===== src/div_pkg.sv =====
// shared definitions for the RV64M divide unit
// operation codes are local to this unit, they are not ISA funct3 values
// bit 0 set means unsigned, bit 1 set means remainder, bit 2 set means word
`default_nettype none

package div_pkg;

    localparam int xlen = 64;
    localparam int num_lanes_default = 4;

    typedef enum logic [2:0] {
        op_div   = 3'd0,
        op_divu  = 3'd1,
        op_rem   = 3'd2,
        op_remu  = 3'd3,
        op_divw  = 3'd4,
        op_divuw = 3'd5,
        op_remw  = 3'd6,
        op_remuw = 3'd7
    } div_op_e;

    function automatic logic op_is_signed(div_op_e op);
        return !op[0];
    endfunction

    function automatic logic op_is_rem(div_op_e op);
        return op[1];
    endfunction

    function automatic logic op_is_word(div_op_e op);
        return op[2];
    endfunction

    // word ops keep the low half, extended by the signedness of the op
    function automatic logic [xlen-1:0] prep_operand(div_op_e op, logic [xlen-1:0] x);
        if (!op_is_word(op)) begin
            return x;
        end
        if (op_is_signed(op)) begin
            return {{(xlen-32){x[31]}}, x[31:0]};
        end
        return {{(xlen-32){1'b0}}, x[31:0]};
    endfunction

    function automatic logic [xlen-1:0] magnitude(logic neg, logic [xlen-1:0] x);
        return neg ? -x : x;   // two's complement negate when neg
    endfunction

endpackage

`default_nettype wire

===== src/div_req_if.sv =====
// one divide request with a valid/ready handshake
// a transfer happens on a rising edge with valid and ready both high
// the source holds op, a and b steady while valid is high and ready is low
`timescale 1ns/100ps
`default_nettype none

interface div_req_if;
    import div_pkg::*;

    logic            valid;
    logic            ready;
    div_op_e         op;
    logic [xlen-1:0] a;        // dividend
    logic [xlen-1:0] b;        // divisor

    modport src (
        output valid,
        output op,
        output a,
        output b,
        input  ready
    );

    modport snk (
        input  valid,
        input  op,
        input  a,
        input  b,
        output ready
    );

endinterface

`default_nettype wire


===== src/div_unit.sv =====
// RV64M divide unit: div, divu, rem, remu and the word forms
// NUM_LANES restoring lanes, valid for 1 to 8, results in acceptance order
// fixed latency of 66 cycles from acceptance to out_valid when not stalled
// no multiply, no early termination, no tags
`timescale 1ns/100ps
`default_nettype none

module div_unit #(
    parameter int NUM_LANES = div_pkg::num_lanes_default
) (
    input  wire                       clk,
    input  wire                       rst_n,
    input  wire                       in_valid,
    output logic                      in_ready,
    input  wire  div_pkg::div_op_e    in_op,
    input  wire  [div_pkg::xlen-1:0]  in_a,
    input  wire  [div_pkg::xlen-1:0]  in_b,
    output logic                      out_valid,
    input  wire                       out_ready,
    output logic [div_pkg::xlen-1:0]  out_data
);
    import div_pkg::*;

    div_req_if up_if ();
    div_req_if lane_if [NUM_LANES] ();

    logic [NUM_LANES-1:0] rsp_valid;
    logic [NUM_LANES-1:0] rsp_ready;
    logic [xlen-1:0]      rsp_data [NUM_LANES];

    assign up_if.valid = in_valid;
    assign up_if.op    = in_op;
    assign up_if.a     = in_a;
    assign up_if.b     = in_b;
    assign in_ready    = up_if.ready;

    div_dispatch #(.NUM_LANES(NUM_LANES)) u_dispatch (
        .clk   (clk),
        .rst_n (rst_n),
        .up    (up_if),
        .lanes (lane_if)
    );

    for (genvar i = 0; i < NUM_LANES; i++) begin : g_lane
        div_lane u_lane (
            .clk       (clk),
            .rst_n     (rst_n),
            .req       (lane_if[i]),
            .rsp_valid (rsp_valid[i]),
            .rsp_ready (rsp_ready[i]),
            .rsp_data  (rsp_data[i])
        );
    end

    div_collect #(.NUM_LANES(NUM_LANES)) u_collect (
        .clk       (clk),
        .rst_n     (rst_n),
        .rsp_valid (rsp_valid),
        .rsp_ready (rsp_ready),
        .rsp_data  (rsp_data),
        .out_valid (out_valid),
        .out_ready (out_ready),
        .out_data  (out_data)
    );

endmodule

`default_nettype wire


===== src/div_collect.sv =====
// round-robin drain of lane results in the same fixed order as issue
// routing is combinational, only the lane named by the pointer is visible
// a lane that is not ready yet blocks the output, later lanes wait behind it
`timescale 1ns/100ps
`default_nettype none

module div_collect #(
    parameter int NUM_LANES = div_pkg::num_lanes_default
) (
    input  wire                       clk,
    input  wire                       rst_n,
    input  wire  [NUM_LANES-1:0]      rsp_valid,
    output logic [NUM_LANES-1:0]      rsp_ready,
    input  wire  [div_pkg::xlen-1:0]  rsp_data [NUM_LANES],
    output logic                      out_valid,
    input  wire                       out_ready,
    output logic [div_pkg::xlen-1:0]  out_data
);

    localparam int ptr_w = (NUM_LANES > 1) ? $clog2(NUM_LANES) : 1;

    logic [ptr_w-1:0] ptr;             // lane whose result leaves next

    assign out_valid = rsp_valid[ptr];
    assign out_data  = rsp_data[ptr];

    always_comb begin
        rsp_ready      = '0;
        rsp_ready[ptr] = out_ready;
    end

    always_ff @(posedge clk or negedge rst_n) begin
        if (!rst_n) begin
            ptr <= '0;
        end else if (out_valid && out_ready) begin
            if (ptr == ptr_w'(NUM_LANES - 1)) begin
                ptr <= '0;
            end else begin
                ptr <= ptr + 1'b1;
            end
        end
    end

endmodule

`default_nettype wire


===== src/div_lane.sv =====
// one restoring divider lane, one quotient bit per cycle, no early exit
// rsp_valid rises exactly 66 cycles after the accepting edge
// sequence is capture, prepare, 64 steps, fixup, then hold until rsp_ready
// divide by zero and signed overflow follow the RISC-V results
`timescale 1ns/100ps
`default_nettype none

module div_lane (
    input  wire                       clk,
    input  wire                       rst_n,
    div_req_if.snk                    req,
    output logic                      rsp_valid,
    input  wire                       rsp_ready,
    output logic [div_pkg::xlen-1:0]  rsp_data
);
    import div_pkg::*;

    localparam int step_w = $clog2(xlen);

    typedef enum logic [2:0] {
        st_idle,
        st_prep,
        st_run,
        st_fix,
        st_done
    } state_e;

    state_e              state;
    logic [step_w-1:0]   step;
    div_op_e             op_q;
    logic [xlen-1:0]     a_x;          // operands after word extension
    logic [xlen-1:0]     b_x;
    logic [xlen-1:0]     dvs;          // divisor magnitude
    logic [2*xlen-1:0]   rq;           // partial remainder high, quotient low
    logic                neg_q;        // result must be negated
    logic                dz_q;
    logic                ovf_q;
    logic [xlen-1:0]     res_q;

    logic                sgn;
    logic                a_neg;
    logic                b_neg;
    logic                min_a;
    logic [xlen:0]       trial;
    logic [xlen+1:0]     diff;
    logic [xlen-1:0]     pick;
    logic [xlen-1:0]     fixed;

    assign req.ready = (state == st_idle);
    assign rsp_valid = (state == st_done);
    assign rsp_data  = res_q;

    assign sgn   = op_is_signed(op_q);
    assign a_neg = sgn && a_x[xlen-1];
    assign b_neg = sgn && b_x[xlen-1];
    assign min_a = op_is_word(op_q) ? (a_x[31:0] == 32'h8000_0000)
                                    : (a_x == {1'b1, {(xlen-1){1'b0}}});

    // shifted remainder with the next dividend bit, 65 bits wide
    assign trial = rq[2*xlen-1:xlen-1];
    assign diff  = {1'b0, trial} - {2'b00, dvs};

    always_comb begin
        pick = op_is_rem(op_q) ? rq[2*xlen-1:xlen] : rq[xlen-1:0];
        pick = magnitude(neg_q, pick);
        if (dz_q) begin
            pick = op_is_rem(op_q) ? a_x : '1;
        end else if (ovf_q) begin
            pick = op_is_rem(op_q) ? '0 : a_x;
        end
        fixed = op_is_word(op_q) ? {{(xlen-32){pick[31]}}, pick[31:0]} : pick;
    end

    always_ff @(posedge clk or negedge rst_n) begin
        if (!rst_n) begin
            state <= st_idle;
            step  <= '0;
        end else begin
            case (state)
                st_idle: begin
                    if (req.valid) begin
                        state <= st_prep;
                    end
                end
                st_prep: begin
                    state <= st_run;
                    step  <= '0;
                end
                st_run: begin
                    step <= step + 1'b1;
                    if (step == step_w'(xlen - 1)) begin
                        state <= st_fix;
                    end
                end
                st_fix: state <= st_done;
                st_done: begin
                    if (rsp_ready) begin
                        state <= st_idle;
                    end
                end
                default: state <= st_idle;
            endcase
        end
    end

    always_ff @(posedge clk) begin
        case (state)
            st_idle: begin
                if (req.valid) begin
                    op_q <= req.op;
                    a_x  <= prep_operand(req.op, req.a);
                    b_x  <= prep_operand(req.op, req.b);
                end
            end
            st_prep: begin
                rq    <= {{xlen{1'b0}}, magnitude(a_neg, a_x)};
                dvs   <= magnitude(b_neg, b_x);
                neg_q <= op_is_rem(op_q) ? a_neg : (a_neg ^ b_neg);
                dz_q  <= (b_x == '0);
                ovf_q <= sgn && min_a && (b_x == '1);
            end
            st_run: begin
                if (diff[xlen+1]) begin
                    rq <= {rq[2*xlen-2:0], 1'b0};                     // restore
                end else begin
                    rq <= {diff[xlen-1:0], rq[xlen-2:0], 1'b1};
                end
            end
            st_fix: res_q <= fixed;
            default: ;
        endcase
    end

endmodule

`default_nettype wire


===== src/div_dispatch.sv =====
// round-robin issue of divide requests to the lanes in fixed order
// routing is combinational, no latency is added on the request path
// when the next lane in turn is busy the request waits, no lane is skipped
`timescale 1ns/100ps
`default_nettype none

module div_dispatch #(
    parameter int NUM_LANES = div_pkg::num_lanes_default
) (
    input  wire       clk,
    input  wire       rst_n,
    div_req_if.snk    up,
    div_req_if.src    lanes [NUM_LANES]
);

    localparam int ptr_w = (NUM_LANES > 1) ? $clog2(NUM_LANES) : 1;

    logic [ptr_w-1:0]     ptr;         // lane that takes the next request
    logic [NUM_LANES-1:0] lane_ready;

    for (genvar i = 0; i < NUM_LANES; i++) begin : g_lane
        assign lanes[i].valid = up.valid && (ptr == ptr_w'(i));
        assign lanes[i].op    = up.op;
        assign lanes[i].a     = up.a;
        assign lanes[i].b     = up.b;
        assign lane_ready[i]  = lanes[i].ready;
    end

    assign up.ready = lane_ready[ptr];

    always_ff @(posedge clk or negedge rst_n) begin
        if (!rst_n) begin
            ptr <= '0;
        end else if (up.valid && up.ready) begin
            if (ptr == ptr_w'(NUM_LANES - 1)) begin
                ptr <= '0;     // wrap
            end else begin
                ptr <= ptr + 1'b1;
            end
        end
    end

endmodule

`default_nettype wire


===== config.mk =====
export PLATFORM = sky130hd
export DESIGN_NAME = div_unit
export DESIGN_NICKNAME = d
export VERILOG_FILES = /design/src/div_pkg.sv /design/src/div_req_if.sv /design/src/div_unit.sv /design/src/div_collect.sv /design/src/div_lane.sv /design/src/div_dispatch.sv
export SDC_FILE = /design/constraint.sdc
export NUM_CORES = 2
export LEC_CHECK = 0
export BUFFER_PORTS_ARGS = -buffer_cell sky130_fd_sc_hd__buf_4
export CORE_MARGIN = 2
export CORE_UTILIZATION = 35
export DETAILED_ROUTE_END_ITERATION = 10
export GPL_TIMING_DRIVEN = 0
export PLACE_DENSITY_LB_ADDON = 0.2
export SLEW_MARGIN = 20
export SYNTH_ARGS = -nofsm -noshare
export SYNTH_HDL_FRONTEND = slang
export SYNTH_HIERARCHICAL = 1
export SYNTH_SLANG_ARGS = --single-unit

===== constraint.sdc =====
create_clock -name clk -period 11.5 [get_ports clk]
set_clock_uncertainty 0.1 [all_clocks]
set_input_delay 0.575 -clock clk [delete_from_list [all_inputs] [get_ports clk]]
set_output_delay 0.575 -clock clk [all_outputs]
set_load 0.01 [all_outputs]

; After elaboration in Yosys (flattened, before gate mapping)
; Index checks and enable logic that the tools add are counted.
[word_totals]
reg_bits = 1600
latch_bits = 0
ramBits = 0
romBits = 0
in_bits = 135
out_inout_bits = 66
elab_cells = 299
mem_count = 0
[classes]
n_addsub = 22
mul = 0
div_mod_pow = 0
magnitude_cmp = 4
eq_ne = 48
n_shift = 0
muxes = 125
n_bitwise = 6
n_reduce_logical = 48
[ops]
columns = operator, count
row1 = two-way mux 64 bit, 58
row2 = case mux 128 bit (2 select lines), 4
row3 = negation 64 bit, 12
row4 = == test 64 bit (second input constant), 8
row5 = two-way mux 128 bit, 4
row6 = subtractor 65 x 64 -> 66 bit, 4
row7 = zero test 64 bit, 4
row8 = binary-select mux 64 bit (select 2 bit), 1
row9 = == test 32 bit (second input constant), 4
row10 = case mux 3 bit (5 select lines), 4
row11 = case mux 6 bit (2 select lines), 4
row12 = two-way mux 3 bit, 12
row13 = two-way mux 1 bit, 33
row14 = adder 6 x 1 -> 6 bit (second input constant), 4
row15 = == test 3 x 2 -> 1 bit (second input constant), 8
row16 = == test 6 bit (second input constant), 4
row17 = logical AND 1 bit, 23
row18 = != test 2 x 1 -> 1 bit (second input constant), 8
row19 = == test 3 x 1 -> 1 bit (second input constant), 4
row20 = == test 3 bit (second input constant), 4
row21 = zero test 3 bit, 4
row22 = AND reduction 3 bit, 4
row23 = != test 2 bit (second input constant), 4
row24 = AND reduction 2 bit, 4
row25 = other kinds (15), 30

; Logic depth before layout (Yosys ltp)
[logic_depth]
ltp_word = 9
depth_mapped = 22
depth_no_buf = 14

; Modules after synthesis
; Netlist, hierarchy kept.
[modules_own_cells]
columns = module, n_inst, cells_each, area_each_um2
row1 = div_lane (g_lane[1].u_lane ...), 2, 2538, 24753.7
row2 = div_lane (g_lane[0].u_lane), 1, 2580, 24892.6
row3 = div_lane (g_lane[3].u_lane), 1, 2542, 24830.1
row4 = div_dispatch, 1, 549, 4167.7
row5 = div_collect, 1, 105, 1863.0

; Worst setup path after synthesis
; No wires, ideal clock.
[synth_path]
path_type = register to register
startpoint = reg u_dispatch.ptr[1]
endpoint = reg g_lane[1].u_lane.a_x[0] (enable)
setup_ps = 782
arrival_time_ps = 9718
t_required_ps = 10618
path_slack_ps = 900
stages_incl_launch_ff = 7
synth_period_minus_slack_ps = 10600
cell_sequence = dfrtp_1 buf_6 inv_1 ha_1 and2_1 nand2b_1 nor3_1
[synth_between]
elab_chain_cells = 3
[synth_lines]
columns = item, line_no
row1 = start: declaration, div_dispatch.sv:18  ; logic [ptr_w-1:0] ptr;
row2 = start signal: assignment, div_dispatch.sv:38  ; ptr <= ptr + 1'b1;
row3 = == test 2 x 1 -> 1 bit, div_dispatch.sv:22  ; assign lanes[i].valid = up.valid && (ptr == ptr_w'(i));
row4 = logical AND 1 bit, div_dispatch.sv:22
row5 = named net lane_if[1].valid, div_req_if.sv:10  ; logic valid;
row6 = AND reduction 2 bit (no line), --
row7 = end signal: assignment, div_lane.sv:111  ; a_x <= prep_operand(req.op, req.a);
row8 = end: declaration, div_lane.sv:31  ; logic [xlen-1:0] a_x;
; The timed path passes the listed nets, and every way through them passes these cells.
; A chain may end at the register's enable or synchronous reset.

; Worst setup path in the final report
[layout_path]
startpoint = reg g_lane[3].u_lane.op_q[1]
endpoint = reg g_lane[3].u_lane.res_q[42], data pin
[layout_between]
elab_chain_cells = 6
elab_cells_between_ends = 8
classes_between = add/sub: 1 / mux: 7
[layout_lines]
columns = item, line_no
row1 = start: declaration, div_lane.sv:30  ; div_op_e op_q;
row2 = start signal: assignment, div_lane.sv:110  ; op_q <= req.op;
row3 = two-way mux 64 bit, div_lane.sv:64  ; pick = op_is_rem(op_q) ? rq[2*xlen-1:xlen] : rq[xlen-1:0];
row4 = negation 64 bit, div_pkg.sv:46  ; return neg ? -x : x;
row5 = two-way mux 64 bit, div_pkg.sv:46
row6 = two-way mux 64 bit, div_lane.sv:68  ; end else if (ovf_q) begin
row7 = two-way mux 64 bit *, div_lane.sv:66  ; if (dz_q) begin
row8 = two-way mux 64 bit *, div_lane.sv:71  ; fixed = op_is_word(op_q) ? {{(xlen-32){pick[31]}}, pick[31:0]} : pick;
row9 = named net g_lane[3].u_lane.fixed[42], div_lane.sv:47  ; logic [xlen-1:0] fixed;
row10 = end signal: assignment, div_lane.sv:129  ; st_fix: res_q <= fixed;
row11 = end: declaration, div_lane.sv:38  ; logic [xlen-1:0] res_q;
; Mark *: on every way through the listed nets, which the timed path passes. The rest lies on a longest branch.

==> impl_metrics.ini <==
[synthesis]
synth.distinct_cells = 109
ys_seq_area_share_pct = 45.5
synth_warnings = 6
async_reset_ff_share_pct = 2.50
ys.flop_type = edfxtp_1
synth_edf_count = 1560
synth_area_um2 = 105000
synth_fp_nets = 11300
postSynthCellCount = 10900
ys_ff_latch = 1600
avgSynthCellArea_um2 = 9.70

[run]
cap_violations = 0

[floorplan]
core.rowCount = 201
io_pins = 201
die_w_um = 552
fp.dieArea_um2 = 305000
start_util_pct = 35.1
die_h_um = 552
core_area_um2 = 300000

[critical_path]
startpoint_type = flip-flop
path_class = flip-flop to flip-flop
reg2reg_depth = 19
worstPathMaxFanout = 10
required_ns = 11.95
end_kind = flip-flop
arrival_ns = 8.07

[sta]
drv_slew = 0
max_freq_mhz = 131
rsz0062_at_grt = no
tightest_slew_ns = 1.21
hold_violations = 0
hold_ws_ns = 0.0718
final.min_clock_period_ns = 7.61
period_share_pct = 66.2
finalSetupViolations = 0
fin_setup_tns_ns = 0
slew_headroom_pct = 19.0

[finish]
finalNetCount = 11700
register_area_um2 = 47800
drive_gt1_share_pct = 11.9
finalCoreUtilization_pct = 40.0
fillers = 29800
layout_common_cells = edfxtp_1 (1560), nand2_1 (1026), o21ai_0 (976)
multi_input_area_um2 = 48500
area_delta_synth_final_pct = 13.9
final_common_cell = edfxtp_1

[clock_tree]
cts-root-buf = clkbuf_16
cts_resized = 0
cts_buffer_depth = 4
clk_pin_slew_worst_paths_ns = 0.06
clock_sinks = 1600
ctsHoldBuffers = 135
cts_tree = done
cts_setup_buffers = 0
htreeDepth = 4
insertion_delay_ns = 0.92
cts_made_buffers = 198

[routing]
drc = 0
vias_per_cell = 5.92
ant_nets = 0
dr.pass1.iters = 6
drtIter0Drc = 12400
wl_mm = 521
wl_per_cell_um = 33.6
vias = 91900

[grt]
grt-ovfl-total = 0
antenna_found_initial = 113
grt_max_degree = 91
grtUsageTotal_pct = 32.9
first_global_vias = 85200
grt_pass1_wl_mm = 703

[pwr]
ir_worst_vdd_v = 0.000181
power.total_mw = 33.7
p_per_area_nw_per_um2 = 281
p_leak_nw = 43.9

[status]
outcome = finished clean

[placement]
port-buffer-count = 69
globalplace.congestion = 1.02
dp_hpwl_mm = 419

[worst_hold_path]
min_path_cells = 3
hold_path.class = input pin to flip-flop
-- where the power goes --
| group | internal [mW] | switching (mW) | leakage, nW |
|---|---|---|---|
| registers | 8.82 | 2.65 | 15.0 |
| clock network | 3.93 | 2.76 | 3.27 |
| logic | 5.10 | 10.4 | 25.7 |
| total | 17.9 | 15.8 | 43.9 |
-- stage by stage --
step,setup WS [ns],instances,area (µm²)
CTS,4.19,15400,120000
global placement,-4.73,14900,111000
finish,3.89,15500,120000
detailed placement,4.24,14900,112000
floorplan,0.900,10900,105000
global route,3.95,15500,120000
-- synthesized netlist by cell type (30+ instances only) --
library cell     n  share of area (%)
a21oi_1        850                4.0
o21a_1          34               0.24
o21bai_1        53               0.38
dfrtp_1         40               0.95
o41ai_1         52               0.43
xnor2_1        538                4.5
a21o_1         101               0.72
buf_2           60               0.29
and3_1          30               0.18
nor2b_1         61               0.36
o211ai_1        31               0.22
clkbuf_1       432                1.5
mux2_2          40               0.43
inv_1          658                2.3
nor4_1          99               0.59
mux4_2          64                1.4
nand3_1        134               0.64
o21ai_0        976                4.6
nor2_1         790                2.8
nand4_1        172                1.0
edfxtp_1      1560                 45
or4_1           45               0.32
nor3b_1         43               0.31
o21ai_1         36               0.17
nand2_1       1026                3.7
and2_1          42               0.25
a221oi_1        81               0.67
o22ai_1         57               0.34
xor2_1         425                3.5
nor3_1         341                1.6
ha_1           284                3.4
nand2b_1        71               0.42
a31oi_1         67               0.40
buf_4          529                3.8
a211oi_1        64               0.46
a221o_1         93               0.88
o31ai_1        138               0.98
mux2i_1        235                2.2
or3_1           91               0.54
-- worst paths after layout --
path	start	to	slack (ns)
max reg2reg	g_lane[3].u_lane/op_q[1]	g_lane[3].u_lane/rsp_data[42]	3.89
max in group asynchronous	rst_n	g_lane[3].u_lane/state[0]	10.52
min in group asynchronous	rst_n	g_lane[1].u_lane/state[2]	0.25
max	g_lane[3].u_lane/op_q[1]	g_lane[3].u_lane/rsp_data[42]	3.89
min reg2reg	g_lane[1].u_lane/step[5]	g_lane[1].u_lane/step[5]	0.39
min	in_b[33]	g_lane[2].u_lane/b_x[33]	0.07
-- critical path, cell delays in order (launching register included) --
cell and delay [ns]:
edfxtp_1 0.36, buf_6 0.17, buf_6 0.17, buf_6 0.18
buf_4 0.23, buf_2 0.31, buf_2 0.33, buf_2 0.39
buf_2 0.42, buf_2 0.47, mux2i_1 0.53, ha_1 0.28
o21ai_1 0.19, nor4_4 0.39, nand2_2 0.15, or4_1 0.43
buf_2 0.19, or4_1 0.68, and3_1 0.32, o32ai_1 0.94
-- per-layer routing --
layer  part of all wire [%]  track usage, %  wire length, µm  vias up
met5                  0.038               0              198        -
met4                    6.3            17.0            32600       32
met3                    9.0            5.82            46800      849
met2                     43            49.4           223000     4808
met1                     42            45.1           218000    46300
li1                       -               -                -    39900
-- state kept, by name (all words and copies together), names as in the netlist --
signal / flops
g_lane.u_lane/op_q: 12
g_lane.u_lane/dvs: 256
g_lane.u_lane/rsp_data: 256
g_lane.u_lane/dz_q: 4
g_lane.u_lane/b_x: 256
g_lane.u_lane/ovf_q: 4
g_lane.u_lane/state: 12
u_collect/ptr: 2
g_lane.u_lane/rq: 512
g_lane.u_lane/step: 24
g_lane.u_lane/a_x: 256
u_dispatch/ptr: 2
g_lane.u_lane/neg_q: 4
-- area by class of cell --
class	count	share of cell area [%]
flip-flops and latches	1600	39.9
clock buffers	228	4.28
clock inverters	139	1.39
plain buffers	1085	5.43
diodes	69	0.144
inverters	660	2.10
repair buffers	265	2.20
multi-input cells	7507	40.4
well taps	3958	4.13
-- kinds of logic after synthesis --
| family | after synthesis | synth area share, % |
|---|---|---|
| flops | 1600 | 45.5 |
| buf+inv | 1745 | 8.53 |
| simple gates | 3085 | 14.0 |
| compound gates | 2819 | 16.3 |
| xor+xnor | 963 | 8.01 |
| fa+ha+maj | 288 | 3.45 |
| mux | 352 | 4.25 |
No activity file was read; power rests on OpenSTA's default activity.
